`src/design/heap_pkg.sv`:
```
`default_nettype none

package heap_pkg;

  localparam int unsigned DATA_W = 32;

  // bytes a header takes in front of its payload
  localparam logic [DATA_W-1:0] BLOCK_HEADER_SIZE = 'd16;
  localparam logic [DATA_W-1:0] MIN_ALLOC_SIZE    = 'd32;  // smallest leftover worth a split

  // fixed head of the free list, a next_addr of 0 ends it
  localparam logic [DATA_W-1:0] HEAD_ADDR = 'h10;

  typedef struct packed {
    logic [DATA_W-1:0] addr;
    logic [DATA_W-1:0] size;
    logic [DATA_W-1:0] next_addr;
  } header_t;

  typedef enum logic [2:0] {
    LOCK,
    UNLOCK,
    LOAD,
    EDIT_NEXT_ADDR,
    EDIT_SIZE_AND_NEXT_ADDR
  } lsu_op_e;

  // core to lsu
  typedef struct packed {
    logic    val;
    lsu_op_e lsu_op;
    header_t header;
  } header_req_t;

  // lsu to core, header only meaningful for LOAD
  typedef struct packed {
    logic    val;
    header_t header;
  } header_rsp_t;

endpackage

`default_nettype wire

```
`src/design/list_walker.sv`:
```
`timescale 1ns/1ns
`default_nettype none

module list_walker
  import heap_pkg::*;
(
  input  logic              clk_i,
  input  logic              rst_ni,
  input  logic              req_valid_i,
  input  logic              is_alloc_i,
  input  logic [DATA_W-1:0] size_i,
  input  logic [DATA_W-1:0] addr_i,
  output logic              ready_o,
  input  logic              lsu_ready_i,
  input  header_rsp_t       lsu_rsp_i,
  output header_req_t       lsu_req_o,
  output logic              clear_o,
  output logic              visit_o,
  output header_t           node_o,
  output header_t           pred_o,
  output logic [DATA_W-1:0] req_size_o,
  output logic [DATA_W-1:0] free_addr_o,
  input  logic              fit_found_i,
  input  logic              fit_split_i,
  input  header_t           fit_alloc_hdr_i,
  input  header_t           fit_split_hdr_i,
  input  header_t           fit_link_hdr_i,
  input  logic              slot_hit_i,
  input  header_t           slot_new_hdr_i,
  input  header_t           slot_link_hdr_i
);

  typedef enum logic [3:0] {
    S_IDLE,
    S_LOCK,
    S_LOAD,
    S_WAIT,
    S_VISIT,
    S_DECIDE,
    S_WR_ALLOC,
    S_WR_SPLIT,
    S_WR_NEW,
    S_WR_LINK,
    S_UNLOCK
  } state_e;

  state_e            state_q, state_d;
  state_e            after_q, after_d;  // where to go once the lsu answers
  logic              is_alloc_q;
  logic [DATA_W-1:0] size_q, free_addr_q;
  logic [DATA_W-1:0] load_addr_q;
  header_t           node_q, pred_q;
  header_t           link_hdr;
  logic              take, walk_on;

  assign take    = (state_q == S_IDLE) && req_valid_i;
  assign walk_on = (state_q == S_DECIDE) && (state_d == S_LOAD);

  assign ready_o     = (state_q == S_IDLE);
  assign clear_o     = take;
  assign visit_o     = (state_q == S_VISIT);
  assign node_o      = node_q;
  assign pred_o      = pred_q;
  assign req_size_o  = size_q;
  assign free_addr_o = free_addr_q;

  assign link_hdr = is_alloc_q ? fit_link_hdr_i : slot_link_hdr_i;

  // request only depends on state and held headers, so it stays put under back-pressure
  always_comb begin
    lsu_req_o     = '0;
    lsu_req_o.val = 1'b1;
    unique case (state_q)
      S_LOCK: lsu_req_o.lsu_op = LOCK;
      S_LOAD: begin
        lsu_req_o.lsu_op      = LOAD;
        lsu_req_o.header.addr = load_addr_q;
      end
      S_WR_ALLOC: begin
        lsu_req_o.lsu_op = EDIT_SIZE_AND_NEXT_ADDR;
        lsu_req_o.header = fit_alloc_hdr_i;
      end
      S_WR_SPLIT: begin
        lsu_req_o.lsu_op = EDIT_SIZE_AND_NEXT_ADDR;  // creates the leftover block
        lsu_req_o.header = fit_split_hdr_i;
      end
      S_WR_NEW: begin
        lsu_req_o.lsu_op = EDIT_NEXT_ADDR;  // freed block keeps its size
        lsu_req_o.header = slot_new_hdr_i;
      end
      S_WR_LINK: begin
        lsu_req_o.lsu_op = EDIT_NEXT_ADDR;
        lsu_req_o.header = link_hdr;
      end
      S_UNLOCK: lsu_req_o.lsu_op = UNLOCK;
      default:  lsu_req_o.val = 1'b0;
    endcase
  end

  always_comb begin
    state_d = state_q;
    after_d = after_q;
    if (lsu_req_o.val && lsu_ready_i) begin
      state_d = S_WAIT;
      unique case (state_q)
        S_LOCK:     after_d = S_LOAD;
        S_LOAD:     after_d = S_VISIT;
        S_WR_ALLOC: after_d = fit_split_i ? S_WR_SPLIT : S_WR_LINK;
        S_WR_SPLIT: after_d = S_WR_LINK;
        S_WR_NEW:   after_d = S_WR_LINK;
        S_WR_LINK:  after_d = S_UNLOCK;
        default:    after_d = S_IDLE;  // unlock
      endcase
    end else begin
      unique case (state_q)
        S_IDLE: begin
          if (req_valid_i) state_d = S_LOCK;
        end
        S_WAIT: begin
          if (lsu_rsp_i.val) state_d = after_q;
        end
        S_VISIT: state_d = S_DECIDE;  // helpers register the node here
        S_DECIDE: begin
          if (!is_alloc_q && slot_hit_i) begin
            state_d = S_WR_NEW;
          end else if (node_q.next_addr != '0) begin
            state_d = S_LOAD;
          end else if (is_alloc_q && fit_found_i) begin
            state_d = S_WR_ALLOC;
          end else begin
            state_d = S_UNLOCK;  // nothing fits, leave the list alone
          end
        end
        default: ;
      endcase
    end
  end

  always_ff @(posedge clk_i) begin
    if (!rst_ni) begin
      state_q <= S_IDLE;
      after_q <= S_IDLE;
    end else begin
      state_q <= state_d;
      after_q <= after_d;
    end
  end

  // request fields and walk position
  always_ff @(posedge clk_i) begin
    if (take) begin
      is_alloc_q  <= is_alloc_i;
      size_q      <= size_i;
      free_addr_q <= addr_i;
      load_addr_q <= HEAD_ADDR;
      pred_q      <= '0;
    end
    if (state_q == S_WAIT && lsu_rsp_i.val && after_q == S_VISIT) begin
      node_q <= lsu_rsp_i.header;
    end
    if (walk_on) begin
      pred_q      <= node_q;
      load_addr_q <= node_q.next_addr;
    end
  end

  a_req_stable : assert property (@(posedge clk_i) disable iff (!rst_ni)
    lsu_req_o.val && !lsu_ready_i |=> $stable(lsu_req_o));

endmodule

`default_nettype wire

```
`src/design/best_fit_tracker.sv`:
```
`timescale 1ns/1ns
`default_nettype none

module best_fit_tracker
  import heap_pkg::*;
(
  input  logic              clk_i,
  input  logic              rst_ni,
  input  logic              clear_i,
  input  logic              visit_i,
  input  header_t           node_i,
  input  header_t           pred_i,
  input  logic [DATA_W-1:0] req_size_i,
  output logic              found_o,
  output logic              do_split_o,
  output header_t           alloc_hdr_o,
  output header_t           split_hdr_o,
  output header_t           link_hdr_o
);

  header_t           best_q;
  header_t           best_pred_q;  // header whose next points at best_q
  logic              found_q;
  logic [DATA_W-1:0] node_left, best_left;
  logic [DATA_W-1:0] split_addr;
  logic              fits, better;

  assign node_left = node_i.size - req_size_i;
  assign best_left = best_q.size - req_size_i;
  assign fits      = node_i.size >= req_size_i;
  // strict compare, so a tie keeps the earlier block
  assign better    = fits && (!found_q || node_left < best_left);

  always_ff @(posedge clk_i) begin
    if (!rst_ni) begin
      found_q <= 1'b0;
    end else if (clear_i) begin
      found_q <= 1'b0;
    end else if (visit_i && better) begin
      found_q <= 1'b1;
    end
  end

  always_ff @(posedge clk_i) begin
    if (visit_i && better) begin
      best_q      <= node_i;
      best_pred_q <= pred_i;
    end
  end

  assign found_o    = found_q;
  assign do_split_o = found_q && (best_left >= MIN_ALLOC_SIZE);
  assign split_addr = best_q.addr + BLOCK_HEADER_SIZE + req_size_i;

  always_comb begin
    alloc_hdr_o.addr      = best_q.addr;
    alloc_hdr_o.size      = req_size_i;
    alloc_hdr_o.next_addr = '0;  // taken block leaves the list

    // leftover becomes a block of its own behind the allocation
    split_hdr_o.addr      = split_addr;
    split_hdr_o.size      = best_left - BLOCK_HEADER_SIZE;
    split_hdr_o.next_addr = best_q.next_addr;

    link_hdr_o           = best_pred_q;
    link_hdr_o.next_addr = do_split_o ? split_addr : best_q.next_addr;
  end

  // req_size_i comes from the walker and must hold for the whole walk
  a_best_fits : assert property (@(posedge clk_i) disable iff (!rst_ni)
    found_o |-> best_q.size >= req_size_i);

endmodule

`default_nettype wire

```
`src/design/free_slot_finder.sv`:
```
`timescale 1ns/1ns
`default_nettype none

module free_slot_finder
  import heap_pkg::*;
(
  input  logic              clk_i,
  input  logic              rst_ni,
  input  logic              clear_i,
  input  logic              visit_i,
  input  header_t           node_i,
  input  logic [DATA_W-1:0] free_addr_i,
  output logic              hit_o,
  output header_t           new_hdr_o,
  output header_t           link_hdr_o
);

  header_t new_q, link_q;
  logic    hit_q;
  logic    in_range;

  // freed block goes after a node it sits behind, before that node's successor
  assign in_range = (node_i.addr < free_addr_i) &&
                    ((node_i.next_addr == '0) || (free_addr_i < node_i.next_addr));

  always_ff @(posedge clk_i) begin
    if (!rst_ni) begin
      hit_q <= 1'b0;
    end else if (clear_i) begin
      hit_q <= 1'b0;
    end else if (visit_i) begin
      hit_q <= in_range;  // reflects the last visited node
    end
  end

  always_ff @(posedge clk_i) begin
    if (visit_i && in_range) begin
      new_q.addr       <= free_addr_i;
      new_q.size       <= '0;  // not written, size stays in memory
      new_q.next_addr  <= node_i.next_addr;
      link_q           <= node_i;
      link_q.next_addr <= free_addr_i;
    end
  end

  assign hit_o      = hit_q;
  assign new_hdr_o  = new_q;
  assign link_hdr_o = link_q;

  // a hit left over from an earlier request would name a stale address
  a_clear_hit : assert property (@(posedge clk_i) disable iff (!rst_ni)
    hit_o |-> new_hdr_o.addr == free_addr_i);

endmodule

`default_nettype wire

```
`src/design/heap_alloc_top.sv`:
```
`timescale 1ns/1ns
`default_nettype none

module heap_alloc_top
  import heap_pkg::*;
(
  input  logic              clk_i,
  input  logic              rst_ni,
  input  logic              req_valid_i,
  input  logic              is_alloc_i,
  input  logic [DATA_W-1:0] size_i,
  input  logic [DATA_W-1:0] addr_i,
  output logic              ready_o,
  input  logic              lsu_ready_i,
  input  header_rsp_t       lsu_rsp_i,
  output header_req_t       lsu_req_o
);

  logic              clear, visit;
  header_t           node, pred;
  logic [DATA_W-1:0] req_size, free_addr;
  logic              fit_found, fit_split;
  header_t           fit_alloc_hdr, fit_split_hdr, fit_link_hdr;
  logic              slot_hit;
  header_t           slot_new_hdr, slot_link_hdr;

  list_walker u_walker (
    .clk_i, .rst_ni, .req_valid_i, .is_alloc_i, .size_i, .addr_i, .ready_o,
    .lsu_ready_i, .lsu_rsp_i, .lsu_req_o,
    .clear_o(clear), .visit_o(visit), .node_o(node), .pred_o(pred),
    .req_size_o(req_size), .free_addr_o(free_addr),
    .fit_found_i(fit_found), .fit_split_i(fit_split), .fit_alloc_hdr_i(fit_alloc_hdr),
    .fit_split_hdr_i(fit_split_hdr), .fit_link_hdr_i(fit_link_hdr),
    .slot_hit_i(slot_hit), .slot_new_hdr_i(slot_new_hdr), .slot_link_hdr_i(slot_link_hdr)
  );

  best_fit_tracker u_fit (
    .clk_i, .rst_ni, .clear_i(clear), .visit_i(visit), .node_i(node), .pred_i(pred),
    .req_size_i(req_size), .found_o(fit_found), .do_split_o(fit_split),
    .alloc_hdr_o(fit_alloc_hdr), .split_hdr_o(fit_split_hdr), .link_hdr_o(fit_link_hdr)
  );

  free_slot_finder u_slot (
    .clk_i, .rst_ni, .clear_i(clear), .visit_i(visit), .node_i(node),
    .free_addr_i(free_addr), .hit_o(slot_hit),
    .new_hdr_o(slot_new_hdr), .link_hdr_o(slot_link_hdr)
  );

endmodule

`default_nettype wire

```
`config.mk`:
```
export PLATFORM = sky130hd
export DESIGN_NAME = heap_alloc_top
export DESIGN_NICKNAME = d
export VERILOG_FILES = /design/src/design/heap_pkg.sv /design/src/design/list_walker.sv /design/src/design/best_fit_tracker.sv /design/src/design/free_slot_finder.sv /design/src/design/heap_alloc_top.sv
export SDC_FILE = /design/constraint.sdc
export NUM_CORES = 1
export LEC_CHECK = 0
export ABC_CLOCK_PERIOD_IN_PS = 18000
export CAP_MARGIN = 5
export CORE_MARGIN = 1
export CORE_UTILIZATION = 35
export DETAILED_ROUTE_END_ITERATION = 6
export DONT_BUFFER_PORTS = 1
export HOLD_SLACK_MARGIN = 0.03
export PLACE_DENSITY_LB_ADDON = 0.1
export SLEW_MARGIN = 40
export SYNTH_ARGS = -nofsm -noshare
export SYNTH_HDL_FRONTEND = slang
export SYNTH_SLANG_ARGS = --single-unit
```
`constraint.sdc`:
```
create_clock -name clk_i -period 18 [get_ports clk_i]
set_input_delay 5.4 -clock clk_i [delete_from_list [all_inputs] [get_ports clk_i]]
set_output_delay 5.4 -clock clk_i [all_outputs]
set_load 0.1 [all_outputs]
```
* Word-level counts from Yosys, hierarchy flattened *
Cells that the tools add are included.

word-level totals
  register bits = 555
  input bits = 166

cells by class
  add/sub/neg operators = 5
  order comparisons = 5
  eq/ne operators = 12
  muxes and demuxes = 19
  bitwise logic cells = 1
  reductions and logical operators = 25

operator list
  operator                                                                 count
  96-bit two-way mux                                                       3
  64-bit case mux with 4 select lines                                      1
  32-bit case mux with 5 select lines                                      1
  32-bit less-than comparator                                              3
  32-bit two-way mux                                                       3
  32-bit subtractor                                                        2
  32-bit adder                                                             1
  32-bit by 5-bit adder with 32-bit output (second input constant)         1
  32-bit >= comparator                                                     1
  32-bit by 6-bit >= comparator with 1-bit output (second input constant)  1
  32-bit zero test                                                         1
  32-bit nonzero test                                                      1
  32-bit by 5-bit subtractor with 32-bit output (second input constant)    1
  4-bit two-way mux                                                        7
  4-bit by 3-bit equality test with 1-bit output (second input constant)   5
  4-bit case mux with 5 select lines                                       1
  4-bit case mux with 4 select lines                                       1
  4-bit by 2-bit equality test with 1-bit output (second input constant)   3
  4-bit equality test (second input constant)                              3
  1-bit logical AND                                                        12
  3-bit case mux with 4 select lines                                       1
  2-bit OR reduction                                                       4
  7-bit OR reduction                                                       1
  4-bit by 1-bit equality test with 1-bit output (second input constant)   1
  6 further kinds                                                          8

* Longest topological paths before layout *
  word-level depth = 9
  mapped depth = 26
  depth with buffers taken out = 26

* By module *
Synthesis repeated with hierarchy kept, for this count alone.

unflattened totals
  cell total of the unflattened synthesis = 2598
  area, all modules = 31124.9 um^2

by module, submodules not included
  module            instances  cells each  area an instance (um^2)  seq. area each (um^2)
  best_fit_tracker  1          1204        12564.6                  4824.6
  list_walker       1          968         12534.5                  7907.6
  free_slot_finder  1          426         6025.8                   3863.7

* Worst setup path after synthesis *
Ideal clock, no wire load.

  kind = register to register
  start point = register u_walker.node_q (netlist bit u_walker.node_o[32])
  end point = register u_fit.best_q (netlist bit u_fit.alloc_hdr_o[64]) (enable)
  arrival time = 15.682 ns
  data required time = 17.076 ns
  setup slack = 1.394 ns
  cell stages (with the launch flop) = 22
  clock period less this slack = 16.606 ns
  cells stage by stage = edfxtp_1 inv_1 ha_1 inv_1 fa_1 a21o_1 a21oi_1 o21bai_1 a21oi_1 a21oi_1 a41oi_1 o2111ai_1 a32o_1 or2_2 a2111o_1 nand3_1 ha_1 o21ai_0 nand2b_1 a221oi_1 o311ai_0 a21boi_0

between the ends
  longest elaborated chain between the ends = 5

ends and longest elaborated chain
  element                      line                    RTL
  from (decl)                  list_walker.sv:52       header_t node_q, pred_q;
  from (signal assigned)       list_walker.sv:159      node_q <= lsu_rsp_i.header;
  32-bit subtractor            best_fit_tracker.sv:28  assign node_left = node_i.size - req_size_i;
  32-bit less-than comparator  best_fit_tracker.sv:32  assign better = fits && (!found_q || node_left < best_left);
  1-bit logical OR             best_fit_tracker.sv:32
  1-bit logical AND (*)        best_fit_tracker.sv:32
  1-bit logical AND (*)        best_fit_tracker.sv:45  if (visit_i && better) begin
  to (signal assigned)         best_fit_tracker.sv:46  best_q <= node_i;
  to (decl)                    best_fit_tracker.sv:21  header_t best_q;

Mark *: on every way between the ends. The rest lies on a longest branch, timed or not.
A chain may end at the register's enable or synchronous reset.

==> flow_summary.ini <==
[run_status]
status = finished with violations
violations = DRC

[clock_tree]
numCtsBuffers = 67
holdBufCountCts = 0
postCtsSetupRepairBufs = 0
cts_tree = yes
cts_sinks = 555
cts.reportedPaths.clkPinSlew_ns = 0.06
htreeDepth = 3
cts_root_buf = clkbuf_16
clock_latency_ns = 0.64
cts_resized = 0
clk_path_buf_depth = 3

[power]
p_total_uw = 4430
ir_drop_uv = 73.7
cellPowerDensity_mw_per_mm2 = 133
power.leakage_uw = 0.0127

[global_route]
track_usage = 0.235
met3_usage = 0.0553
grt_use_met2 = 0.386
antenna_found_initial = 15
use_met1 = 0.305
grt-busiest-layer = met2
grt_pass1_vias = 19421
grt_max_degree = 62
gr-total-overflow = 0
grt_pass1_wl_mm = 140

[timing]
finalClockSkew_ns = 0.0428
fin_tns_setup_ns = 0
final-max-slew-violation-count = 0
relSlewSlack = 0.426
hold_slack_ns = 0.402
period_share = 0.663
fmax_ghz = 0.0838
final-hold-violation-count = 0
setup_viol = 0
period_minus_slack_ns = 11.93
worst_pin_slew_ns = 0.862
rsz0062_at_grt = no

[synthesis]
synth_top_area_frac = 0.570
synthTopCellsByArea = edfxtp_1, ha_1, a221o_1
synthCells = 2265
synth_edf_count = 545
synth-xor-area-share = 0.0301
synth_mux_area_frac = 0.0248
synth_top_family_by_area = compound AO/OA/AOI/OAI gates
synth_area_mm2 = 0.0287
ys_seq_area_frac = 0.577
yosysTopAreaCell = edfxtp_1
yosys_register_bits = 555
syn_area_per_cell_um2 = 12.7
synth-simple-area-share = 0.0965
synth_compound_area_frac = 0.144
syn-num-nets = 2653
yosys_warnings = 0
ys_dominant_reg_cell = edfxtp_1
yosysUniqueCellTypes = 88
synth_fa_ha_area_frac = 0.0975
synthArstFlopShare = 0

[worst_setup_path]
r2r-end = u_fit.split_hdr_o[0]$_DFFE_PP_
reg2regPathDepth = 23
rr_startpoint = u_walker.node_o[32]$_DFFE_PP_
crit_slowest_cell = or4_1
cp.required_ns = 12.60
critPathLaunchType = register
crit_path_end_kind = output port
path_delay_family = compound AO/OA/AOI/OAI gates
path_class = reg2out
r2r_slack_ns = 10.27
worst-path-buf-inv = 1
crit_cells = 13
worstPathArrival_ns = 6.53
path_cells = ha_1 -> fa_1 -> nand2b_1 -> a21oi_1 -> o211ai_1 -> a31oi_2 -> xnor2_2 -> nand4_1 -> or4_1 -> nor4_4 -> a21o_1 -> buf_4 -> a211o_1
cpPeakStageDelay_ns = 0.79
critPathMaxFanout = 16

[die]
dieArea_mm2 = 0.0832
row_count = 104
ios = 267
die_y_um = 288
core_area_mm2 = 0.0808
die_w_um = 288
start_util = 0.355

[placed_design]
portBuffers = 0
postPlaceCellArea_mm2 = 0.0310
gp_congestion = 0.909
hpwl_mm = 72.1

[detailed_routing]
drtIter0Drc = 1533
drt.antenna.violating_nets = 0
drc = 20
routed_wl_mm = 98.4
detail_route.wl_per_cell_um = 28.5
routed_via_density = 5.59
dr.pass1.iters = 7
dr_total_vias = 19280

[hold_path]
min_from = u_walker.pred_o[50]$_SDFFCE_PN0P_
hold_path_class = reg2reg
min_to = u_fit.link_hdr_o[50]$_DFFE_PP_
holdPathStages = 0

[finish]
drive_gt1_frac = 0.135
nets = 2718
syn2layout_area_growth_pct = 15.9
fin_area_mm2 = 0.0333
layout.area.seq_mm2 = 0.0166
utilization = 0.412
multi_input_area_mm2 = 0.0118
fillers = 7481

[job]
cap_viol_max_count = 0
[metrics by stage]
stage / worst slack, ns / std cells
finish: 6.07 / 3451
global route: 5.74 / 3445
CTS: 5.99 / 3441
detailed placement: 6.71 / 3318
global placement: 6.59 / 3313
floorplan: 1.39 / 2265
[worst max-delay path by stage]
stage / startpoint / endpoint
3_3_place_gp: u_walker.req_size_o[0]$_DFFE_PP_ / lsu_req_o[2]
6_report: u_walker.req_size_o[0]$_DFFE_PP_ / lsu_req_o[23]
4_1_cts: u_walker.req_size_o[0]$_DFFE_PP_ / lsu_req_o[23]
2_1_floorplan: u_walker.node_o[32]$_DFFE_PP_ / u_fit.alloc_hdr_o[64]$_DFFE_PP_
5_1_grt: u_walker.req_size_o[0]$_DFFE_PP_ / lsu_req_o[23]
3_5_place_dp: u_walker.req_size_o[0]$_DFFE_PP_ / lsu_req_o[23]
[synthesized netlist by cell type, types with 16 or more instances]
library cell  count
edfxtp_1        545
ha_1            219
nor2_1          149
inv_1           147
nand2_1         104
a21oi_1          94
o21ai_0          83
a21o_1           79
and2_1           77
a221o_1          74
mux2i_1          69
xnor2_1          67
clkbuf_1         63
nand2b_1         34
nand4_1          32
o221ai_1         31
nor3_1           28
xor2_1           28
a22o_1           27
nand3_1          26
nor2b_1          22
nor4_1           20
and3_1           18
a211oi_1         16
o21a_1           16
[per-layer routing]
layer	wire length [um]	up-vias
li1	-	8842
met1	41400	9609
met5	130	-
met4	3000	18
met3	7340	160
met2	46500	651
[cell families (layout without fill, tap and decap cells)]
logic type                 count (synthesis)  in the layout
other                                      0              7
adders and majority gates                222            222
AOI/OAI and AO/OA                        548            548
xor gates and xnor gates                  97             97
muxes                                     71             71
buffers and inverters                    227            346
and+or+nand+nor                          545            545
DFF                                      555            555
[state kept, by name, indices dropped and copies added, names as in the netlist]
signal,flops
u_slot.link_hdr_o,64
u_slot.hit_o,1
u_walker.free_addr_o,32
u_fit.link_hdr_o,64
u_walker.load_addr_q,32
u_walker.after_q,4
u_walker.pred_o,64
u_walker.state_q,4
u_fit.found_o,1
u_walker.is_alloc_q,1
u_fit.split_hdr_o,32
u_walker.req_size_o,32
u_walker.node_o,96
u_fit.alloc_hdr_o,32
u_fit.best_q,32
u_slot.new_hdr_o,64
[placed cells by master, fill, tap and decap left out, types with 16 or more instances in the layout]
cell and instances:
nand4_1 32, clkbuf_1 16, a221o_2 50, a21o_1 79
a22o_1 27, o21a_1 16, ha_1 219, nor2b_1 21
xor2_1 28, nand3_1 24, nor3_1 27, xnor2_1 67
clkbuf_16 68, buf_4 59, and3_1 17, edfxtp_1 545
nand2_1 100, mux2i_1 69, and2_1 77, a21oi_1 92
a221o_1 24, nor2_1 145, nor4_1 18, o21ai_0 72
nand2b_1 34, o221ai_2 25, a211oi_1 16, inv_1 145
[final cells by class]
cell class / instances / share of cell area
flip-flops and latches: 555 / 0.497
well taps: 1060 / 0.0398
inverters: 147 / 0.0166
diodes: 7 / 0.000526
repair buffers: 76 / 0.0238
clock buffers: 84 / 0.0529
multi-input cells: 1483 / 0.354
clock inverters: 39 / 0.0153
[where the power goes]
group,internal (uW),switching (uW),total [uW]
combinational,426,932,1360
sequential,1600,70.1,1670
clock,811,586,1400
No activity file was read; power rests on OpenSTA's default activity.
